===== src/hdl/cache_geom_pkg.sv =====
// cache geometry: address, word, line, tag and index widths with their vector types
`default_nettype none

package cache_geom_pkg;

	// ------------------------------------------------------------------------
	// basic sizes
	// ------------------------------------------------------------------------
	localparam int word_addr_bits = 30;  // processor addresses words, not bytes
	localparam int word_bits      = 32;
	localparam int num_sets       = 4;
	localparam int words_per_line = 4;

	// derived field widths
	localparam int off_bits       = $clog2(words_per_line);
	localparam int idx_bits       = $clog2(num_sets);
	localparam int tag_bits       = word_addr_bits - idx_bits - off_bits;
	localparam int line_addr_bits = word_addr_bits - off_bits;
	localparam int line_bits      = words_per_line * word_bits;

	// ------------------------------------------------------------------------
	// vector types
	// ------------------------------------------------------------------------
	typedef logic [word_addr_bits-1:0] word_addr_t;  // proc side address
	typedef logic [line_addr_bits-1:0] line_addr_t;  // mem side address, one per line
	typedef logic [word_bits-1:0]      word_t;
	typedef logic [line_bits-1:0]      line_t;       // word 0 in the low bits

	// word address split: {tag, set index, word offset}
	typedef logic [tag_bits-1:0]       tag_t;        // bits 29:4
	typedef logic [idx_bits-1:0]       set_idx_t;    // bits 3:2
	typedef logic [off_bits-1:0]       word_off_t;   // bits 1:0

endpackage

`default_nettype wire


===== src/hdl/cache_ctrl_pkg.sv =====
// controller state encoding and way-select type for the data cache
`default_nettype none

package cache_ctrl_pkg;

	localparam int num_ways = 2;

	// miss handling FSM
	typedef enum logic [1:0] {
		idle,         // one cycle after reset
		compare_tag,  // normal operation, hits served here
		write_back,   // dirty victim goes out first
		allocate      // refill from memory
	} cache_state_t;

	// names one of the ways, also used as the per-set replacement bit
	typedef logic [$clog2(num_ways)-1:0] way_sel_t;

endpackage

`default_nettype wire


===== src/hdl/way_if.sv =====
// interface between the cache controller and one cache way
`timescale 1ns/1ps
`default_nettype none

interface way_if;

	// controller to way
	cache_geom_pkg::set_idx_t  set_idx;
	cache_geom_pkg::word_off_t word_off;
	cache_geom_pkg::tag_t      tag;        // tag to compare, also stored on fill
	logic                      fill_en;
	cache_geom_pkg::line_t     fill_line;
	logic                      write_en;
	cache_geom_pkg::word_t     write_word;
	logic                      clean_en;

	// way to controller, all for the addressed set
	logic                      hit;
	cache_geom_pkg::word_t     hit_word;
	cache_geom_pkg::tag_t      victim_tag;
	cache_geom_pkg::line_t     victim_line;
	logic                      dirty;

	modport way (
		input  set_idx, word_off, tag, fill_en, fill_line,
		input  write_en, write_word, clean_en,
		output hit, hit_word, victim_tag, victim_line, dirty
	);

	modport ctrl (
		output set_idx, word_off, tag, fill_en, fill_line,
		output write_en, write_word, clean_en,
		input  hit, hit_word, victim_tag, victim_line, dirty
	);

endinterface

`default_nettype wire


===== src/hdl/cache_way.sv =====
// one cache way: tag, data, valid and dirty storage with hit check and update
`timescale 1ns/1ps
`default_nettype none

module cache_way (
	input  logic clk,
	input  logic proc_reset,
	way_if.way   port
);

	// ------------------------------------------------------------------------
	// storage, one entry per set
	// ------------------------------------------------------------------------
	logic [cache_geom_pkg::num_sets-1:0] valid_q;
	logic [cache_geom_pkg::num_sets-1:0] dirty_q;
	cache_geom_pkg::tag_t                tag_q  [cache_geom_pkg::num_sets];
	cache_geom_pkg::line_t               line_q [cache_geom_pkg::num_sets];

	cache_geom_pkg::line_t               cur_line;

	// ------------------------------------------------------------------------
	// read side, purely combinational
	// ------------------------------------------------------------------------
	assign cur_line = line_q[port.set_idx];

	assign port.hit = valid_q[port.set_idx] && (tag_q[port.set_idx] == port.tag);

	// select the requested word out of the line
	assign port.hit_word =
		cur_line[port.word_off*cache_geom_pkg::word_bits +: cache_geom_pkg::word_bits];

	// what would go out to memory if this way is evicted
	assign port.victim_tag  = tag_q[port.set_idx];
	assign port.victim_line = cur_line;
	assign port.dirty       = dirty_q[port.set_idx];  // only ever set on a valid line

	// ------------------------------------------------------------------------
	// flags
	// ------------------------------------------------------------------------
	always_ff @(posedge clk) begin
		if (proc_reset) begin
			valid_q <= '0;  // every line invalid and clean
			dirty_q <= '0;
		end else if (port.fill_en) begin
			valid_q[port.set_idx] <= 1'b1;
			dirty_q[port.set_idx] <= 1'b0;  // fresh copy of memory
		end else if (port.write_en) begin
			dirty_q[port.set_idx] <= 1'b1;
		end else if (port.clean_en) begin
			dirty_q[port.set_idx] <= 1'b0;  // write-back done
		end
	end

	// ------------------------------------------------------------------------
	// tag and data
	// ------------------------------------------------------------------------
	always_ff @(posedge clk) begin
		if (port.fill_en) begin
			tag_q[port.set_idx]  <= port.tag;
			line_q[port.set_idx] <= port.fill_line;
		end else if (port.write_en) begin
			// single word store into a resident line
			line_q[port.set_idx][port.word_off*cache_geom_pkg::word_bits
				+: cache_geom_pkg::word_bits] <= port.write_word;
		end
	end

endmodule

`default_nettype wire


===== src/hdl/cache_controller.sv =====
// data cache controller: hit combining, replacement bits, miss FSM and memory requests
`timescale 1ns/1ps
`default_nettype none

module cache_controller (
	input  logic                       clk,
	input  logic                       proc_reset,
	// processor side
	input  logic                       proc_read,
	input  logic                       proc_write,
	input  cache_geom_pkg::word_addr_t proc_addr,
	input  cache_geom_pkg::word_t      proc_wdata,
	output cache_geom_pkg::word_t      proc_rdata,
	output logic                       proc_stall,
	// memory side
	output logic                       mem_read,
	output logic                       mem_write,
	output cache_geom_pkg::line_addr_t mem_addr,
	output cache_geom_pkg::line_t      mem_wdata,
	input  cache_geom_pkg::line_t      mem_rdata,
	input  logic                       mem_ready,
	// the two ways
	way_if.ctrl                        way0,
	way_if.ctrl                        way1
);

	cache_geom_pkg::tag_t      addr_tag;
	cache_geom_pkg::set_idx_t  addr_set;
	cache_geom_pkg::word_off_t addr_off;

	cache_ctrl_pkg::cache_state_t state_q;
	cache_ctrl_pkg::cache_state_t state_d;

	cache_ctrl_pkg::way_sel_t [cache_geom_pkg::num_sets-1:0] repl_q;  // next way to replace
	cache_ctrl_pkg::way_sel_t victim;

	logic                  access;
	logic                  miss;
	logic                  victim_dirty;
	cache_geom_pkg::tag_t  victim_tag;
	cache_geom_pkg::line_t victim_line;

	// strobes from the FSM, then steered to one way
	logic fill_now;
	logic write_now;
	logic clean_now;
	logic [cache_ctrl_pkg::num_ways-1:0] fill_sel;
	logic [cache_ctrl_pkg::num_ways-1:0] write_sel;
	logic [cache_ctrl_pkg::num_ways-1:0] clean_sel;
	logic [cache_ctrl_pkg::num_ways-1:0] victim_oh;

	// ------------------------------------------------------------------------
	// address split and way drive
	// ------------------------------------------------------------------------
	assign {addr_tag, addr_set, addr_off} = proc_addr;

	assign way0.set_idx    = addr_set;
	assign way0.word_off   = addr_off;
	assign way0.tag        = addr_tag;
	assign way0.fill_line  = mem_rdata;
	assign way0.write_word = proc_wdata;
	assign way1.set_idx    = addr_set;
	assign way1.word_off   = addr_off;
	assign way1.tag        = addr_tag;
	assign way1.fill_line  = mem_rdata;
	assign way1.write_word = proc_wdata;

	// ------------------------------------------------------------------------
	// hit combining, way 0 wins
	// ------------------------------------------------------------------------
	assign access     = proc_read | proc_write;
	assign miss       = access & ~way0.hit & ~way1.hit;
	assign proc_rdata = way0.hit ? way0.hit_word : way1.hit_word;

	// victim of the addressed set
	assign victim       = repl_q[addr_set];
	assign victim_oh    = {victim[0], ~victim[0]};
	assign victim_dirty = victim[0] ? way1.dirty       : way0.dirty;
	assign victim_tag   = victim[0] ? way1.victim_tag  : way0.victim_tag;
	assign victim_line  = victim[0] ? way1.victim_line : way0.victim_line;

	assign mem_wdata = victim_line;  // only looked at during write_back

	// ------------------------------------------------------------------------
	// miss FSM
	// ------------------------------------------------------------------------
	always_comb begin
		state_d    = state_q;
		proc_stall = 1'b1;
		mem_read   = 1'b0;
		mem_write  = 1'b0;
		mem_addr   = {addr_tag, addr_set};  // refill address
		fill_now   = 1'b0;
		write_now  = 1'b0;
		clean_now  = 1'b0;
		unique case (state_q)
			cache_ctrl_pkg::idle: begin
				state_d = cache_ctrl_pkg::compare_tag;
			end
			cache_ctrl_pkg::compare_tag: begin
				proc_stall = miss;
				write_now  = proc_write & ~miss;  // store hit
				if (miss) begin
					state_d = victim_dirty ? cache_ctrl_pkg::write_back
					                       : cache_ctrl_pkg::allocate;
				end
			end
			cache_ctrl_pkg::write_back: begin
				mem_addr  = {victim_tag, addr_set};  // where the victim came from
				mem_write = ~mem_ready;               // drops as soon as ready shows
				if (mem_ready) begin
					clean_now = 1'b1;
					state_d   = cache_ctrl_pkg::allocate;
				end
			end
			cache_ctrl_pkg::allocate: begin
				mem_read = ~mem_ready;
				if (mem_ready) begin
					fill_now = 1'b1;
					state_d  = cache_ctrl_pkg::compare_tag;  // access hits there
				end
			end
			default: begin
				state_d = cache_ctrl_pkg::idle;
			end
		endcase
	end

	// steer the strobes
	assign fill_sel  = fill_now  ? victim_oh : '0;
	assign clean_sel = clean_now ? victim_oh : '0;
	assign write_sel = {way1.hit & ~way0.hit, way0.hit} & {cache_ctrl_pkg::num_ways{write_now}};

	assign way0.fill_en  = fill_sel[0];
	assign way1.fill_en  = fill_sel[1];
	assign way0.write_en = write_sel[0];
	assign way1.write_en = write_sel[1];
	assign way0.clean_en = clean_sel[0];
	assign way1.clean_en = clean_sel[1];

	// ------------------------------------------------------------------------
	// state and replacement bits
	// ------------------------------------------------------------------------
	always_ff @(posedge clk) begin
		if (proc_reset) begin
			state_q <= cache_ctrl_pkg::idle;
			repl_q  <= '0;  // all sets replace way 0 first
		end else begin
			state_q <= state_d;
			if (fill_now) begin
				repl_q[addr_set] <= ~victim;  // other way goes next
			end
		end
	end

endmodule

`default_nettype wire


===== src/hdl/dcache_top.sv =====
// data cache top level: plain processor and memory ports, two ways and the controller
`timescale 1ns/1ps
`default_nettype none

module dcache_top (
	input  logic                       clk,
	input  logic                       proc_reset,
	// processor side
	input  logic                       proc_read,
	input  logic                       proc_write,
	input  cache_geom_pkg::word_addr_t proc_addr,
	input  cache_geom_pkg::word_t      proc_wdata,
	output cache_geom_pkg::word_t      proc_rdata,
	output logic                       proc_stall,
	// memory side
	output logic                       mem_read,
	output logic                       mem_write,
	output cache_geom_pkg::line_addr_t mem_addr,
	output cache_geom_pkg::line_t      mem_wdata,
	input  cache_geom_pkg::line_t      mem_rdata,
	input  logic                       mem_ready
);

	// ------------------------------------------------------------------------
	// one bus per way
	// ------------------------------------------------------------------------
	way_if way0_bus ();
	way_if way1_bus ();

	cache_way way0_i (
		.clk        (clk),
		.proc_reset (proc_reset),
		.port       (way0_bus.way)
	);

	cache_way way1_i (
		.clk        (clk),
		.proc_reset (proc_reset),
		.port       (way1_bus.way)
	);

	// ------------------------------------------------------------------------
	// controller
	// ------------------------------------------------------------------------
	cache_controller ctrl_i (
		.clk        (clk),
		.proc_reset (proc_reset),
		.proc_read  (proc_read),
		.proc_write (proc_write),
		.proc_addr  (proc_addr),
		.proc_wdata (proc_wdata),
		.proc_rdata (proc_rdata),
		.proc_stall (proc_stall),
		.mem_read   (mem_read),
		.mem_write  (mem_write),
		.mem_addr   (mem_addr),
		.mem_wdata  (mem_wdata),
		.mem_rdata  (mem_rdata),
		.mem_ready  (mem_ready),
		.way0       (way0_bus.ctrl),
		.way1       (way1_bus.ctrl)
	);

endmodule

`default_nettype wire


===== config.mk =====
export PLATFORM = sky130hd
export DESIGN_NAME = dcache_top
export DESIGN_NICKNAME = d
export VERILOG_FILES = /design/src/hdl/cache_geom_pkg.sv /design/src/hdl/cache_ctrl_pkg.sv /design/src/hdl/way_if.sv /design/src/hdl/cache_way.sv /design/src/hdl/cache_controller.sv /design/src/hdl/dcache_top.sv
export SDC_FILE = /design/constraint.sdc
export NUM_CORES = 2
export LEC_CHECK = 0
export BUFFER_PORTS_ARGS = -buffer_cell sky130_fd_sc_hd__buf_2
export CAP_MARGIN = 20
export CORE_MARGIN = 2
export CORE_UTILIZATION = 50
export DETAILED_ROUTE_END_ITERATION = 7
export PLACE_DENSITY = 0.68
export SLEW_MARGIN = 25
export SYNTH_ARGS = -nofsm -noshare
export SYNTH_HDL_FRONTEND = slang
export SYNTH_SLANG_ARGS = --single-unit

===== constraint.sdc =====
create_clock -name clk -period 7.28 [get_ports clk]
set_input_delay 0.364 -clock clk [delete_from_list [all_inputs] [get_ports clk]]
set_output_delay 0.364 -clock clk [all_outputs]
set_load 0.01 [all_outputs]

==> out/summary.txt <==
CP max FO = 77
Vias per cell = 6.338
Total gr overflow = 0
DRT antenna net count = 0
Seq/Total Area, Yosys = 0.6789
Warning count from the yosys run = 0
Yosys top cell by area = edfxtp_1
DIE HEIGHT = 336.1 um
Clock Skew = 38.54 ps
MaxCap Viol Count = 0
Final Hold Viols = 0
Synth unique cells = 58
DRC errors left = 0
CTS root buffer = clkbuf_16
Mapped Nets = 2951
Avg Inst Size Synth = 20.07 sq um
DP Wirelength = 111300 um
Switching power = 3.765 mW
Cell Rows = 121
Post-synth ARST share = 0
VDD IR max = 175.2 uV
Routing usage on met1 = 0.4014
Clock sinks = 1254
Fin Hold WS = 32.94 ps
Cell with the most instances after synthesis = edfxtp_1
Post-Synth XOR/XNOR Area = 0.007624
Mapped Area = 0.05514 sq mm
Post-synth EDFFs = 1232
DRT iter0 DRCs = 4238
Crit path capture type = output pin
Post-route clock period utilization = 0.7722
Post-synthesis adder-cell area fraction = 0.001815
Total CTS buffers = 134
Int Power = 12.61 mW
Core area = 0.1092 sq mm
Kind of critical path = in -> out
Worst-Margin Slew = 1086 ps
Final min period = 5621 ps
CP peak stage delay = 920 ps
Top Usage Layer GRT = met2
Via count = 30978
FILL cells = 7820
Hold wc startpoint = mem_rdata[17]
Met2 Track Usage GR = 0.4274
Leading register cell type out of synthesis = edfxtp_1
Hold_buf cts = 114
Final setup violation count = 0
Post-CTS setup buffers = 0
Last weighted congestion value of the routability-driven placer = 0.8811
Top post-synthesis cells by count = 1232 x edfxtp_1, 364 x mux4_2, 318 x mux2_2, 132 x and2_1, 104 x mux2_4
Crit start category = input pin
Clock power frac = 0.411
IO Pins = 386
Comb power frac = 0.098
1st-pass router iterations = 5
NumNets Final = 3480
Cells after Synth = 2748
Worst Hold Class = in -> reg
Largest family of logic cells by synthesized area = multiplexers
Max transition margin = 0.2758
Max Fclk = 177.9 MHz
Post-CTS sizing = 0
Complex-gate fraction of the synthesized area = 0.01405
First-pass GRT wire length = 226400 um
Yosys reg bits = 1254
Power density over the cells = 250.9 mW/mm^2
Setup TNS = 0 ps
Initial antenna violation count = 41
Simple-Gate Fraction of Synth Area = 0.02986
Number of global-route vias before repair = 30647
Worst Hold Path EP = way1_i.line_q[1][17]
Layout area overhead = 18.35%
IO buf count = 385
CTS Buffer Depth = 3
Net Sw Frac = 0.2299
Register-to-Register Path Depth = 9
Layout cells sized above 1 = 0.4409
Clk Latency, worst-skew pair = 740 ps
Wirelength per Cell = 33.27 um
Reg2Reg Launch Point = way1_i.tag_q[2][14]
Status = finished clean
GRT met3 Usage = 0.07030
Synth top area cells = edfxtp_1 67%, mux4_2 15%, mux2_2 6.5%, mux2_4 2.8%, and2_1 1.5%
Total GRT Usage = 0.2879
Worst hold stages = 2
Slew Viols, Final = 0
Part of the power in registers = 0.491
TritonCTS clock tree = yes
Initial Utilization = 0.5052
Largest net degree at the start of global routing = 129
P_leak = 21.85 nW
Die W = 336.1 um
CP max stage cell = nor4_1
Most frequent CP cell = mux4_2
RR Endpoint = way1_i.line_q[1][34]
Synth top area share = 0.6709
Critical path cell sequence = buf_8 -> mux4_2 -> xnor2_1 -> nand4_1 -> nor4_1 -> nand3_4 -> buf_12 -> mux4_2 -> mux2_2 -> buf_2
Worst EP arrival = 5260 ps
Mux share of post-synthesis cell area = 0.2516
Post-Route WL = 162600 um
Clock slew at reported path FFs = 70 ps
CP required = 6920 ps
RSZ-0062 raised after global routing = no
Die area = 0.1130 sq mm
H-tree levels = 4
FF-to-FF setup slack = 2150 ps
## cells in the final DEF (no fill, tap or decap), types with 10 or more instances in the layout
| master | instances |
|---|---|
| a21oi_1 | 35 |
| a21oi_4 | 32 |
| and2_1 | 132 |
| buf_16 | 23 |
| buf_2 | 382 |
| buf_4 | 42 |
| bufinv_16 | 12 |
| clkbuf_1 | 17 |
| clkbuf_16 | 140 |
| clkinv_1 | 34 |
| clkinv_2 | 17 |
| dfxtp_1 | 22 |
| diode_2 | 35 |
| dlygate4sd3_1 | 114 |
| edfxtp_1 | 1232 |
| inv_1 | 10 |
| mux2_2 | 318 |
| mux2_4 | 104 |
| mux2i_1 | 53 |
| mux4_2 | 363 |
| nand2_1 | 13 |
| nand4_1 | 13 |
| nor2_1 | 61 |
| nor2b_1 | 11 |
| xnor2_1 | 35 |
| xor2_1 | 13 |
## state kept, by name (all words and copies together), names as in the netlist, named ones only
register and count:
way0_i.line_q 512, way1_i.line_q 512, ctrl_i.repl_q 4, way1_i.valid_q 4
way0_i.valid_q 4, way0_i.tag_q 104, ctrl_i.state_q 2, way1_i.tag_q 104
## power groups by stage
stage	combinational (mW)	sequential [mW]	clock (mW)
after floorplan	0.835	8.18	0
after global placement	1.48	8.18	0
after detailed placement	1.51	8.19	0
after CTS	1.58	8.04	6.79
after global routing	1.67	8.04	7.06
final	1.60	8.04	6.73
## worst max path at each step
stage | slack [ps] | start | end | depth (start not counted)
after floorplan | 1960 | proc_addr[2] | way1_i.line_q[0][0] | 11
after global placement | 1130 | proc_addr[2] | way1_i.line_q[1][19] | 9
after detailed placement | 1380 | proc_addr[2] | way1_i.line_q[3][19] | 10
after CTS | 1700 | proc_addr[2] | proc_rdata[17] | 10
after global routing | 1420 | proc_addr[2] | proc_rdata[19] | 10
final | 1660 | proc_addr[2] | proc_rdata[19] | 10
## critical path: cells and delay by family
| family | cells | cell delay, ps |
|---|---|---|
| muxes | 3 | 1630 |
| xor gates and xnor gates | 1 | 230 |
| buffers and inverters | 3 | 1220 |
| and+or+nand+nor | 3 | 1700 |
## per-layer routing
| layer | wire, um | share of wire |
|---|---|---|
| met1 | 62030 | 0.38 |
| met2 | 73510 | 0.45 |
| met3 | 18470 | 0.11 |
| met4 | 8397 | 0.052 |
| met5 | 220 | 0.0014 |
## logic make-up after synthesis
kind of cell / after synthesis
compound gates: 123
flops: 1254
simple gates: 284
fa+ha+maj: 8
mux: 839
xor+xnor: 48
buf+inv: 192
## final cells by class
type                       instances  area [sq um]  share of cell area
inverter                          12         45.04           0.0006902
clock buffer                     160          3608             0.05530
tap                             1476          1847             0.02830
clock inverter                    76         726.9             0.01114
sequential                      1254         37440              0.5737
multi-input combinational       1302         17280              0.2649
antenna                           35         87.58            0.001342
timing repair buffer             573          4223             0.06471
## stage by stage
step                utilization  std cells  setup slack, ps  instance area (sq um)  power (mW)
floorplan                     -       2748             1959                  55140       9.020
global placement         0.5402       4476             1129                  58970       9.663
detailed placement       0.5454       4497             1384                  59540       9.704
CTS                      0.5956       4847             1700                  65010       16.40
global route             0.5971       4856             1422                  65180       16.77
finish                   0.5978       4888             1659                  65260       16.37
Note: power is estimated with default switching activity, not from simulation.
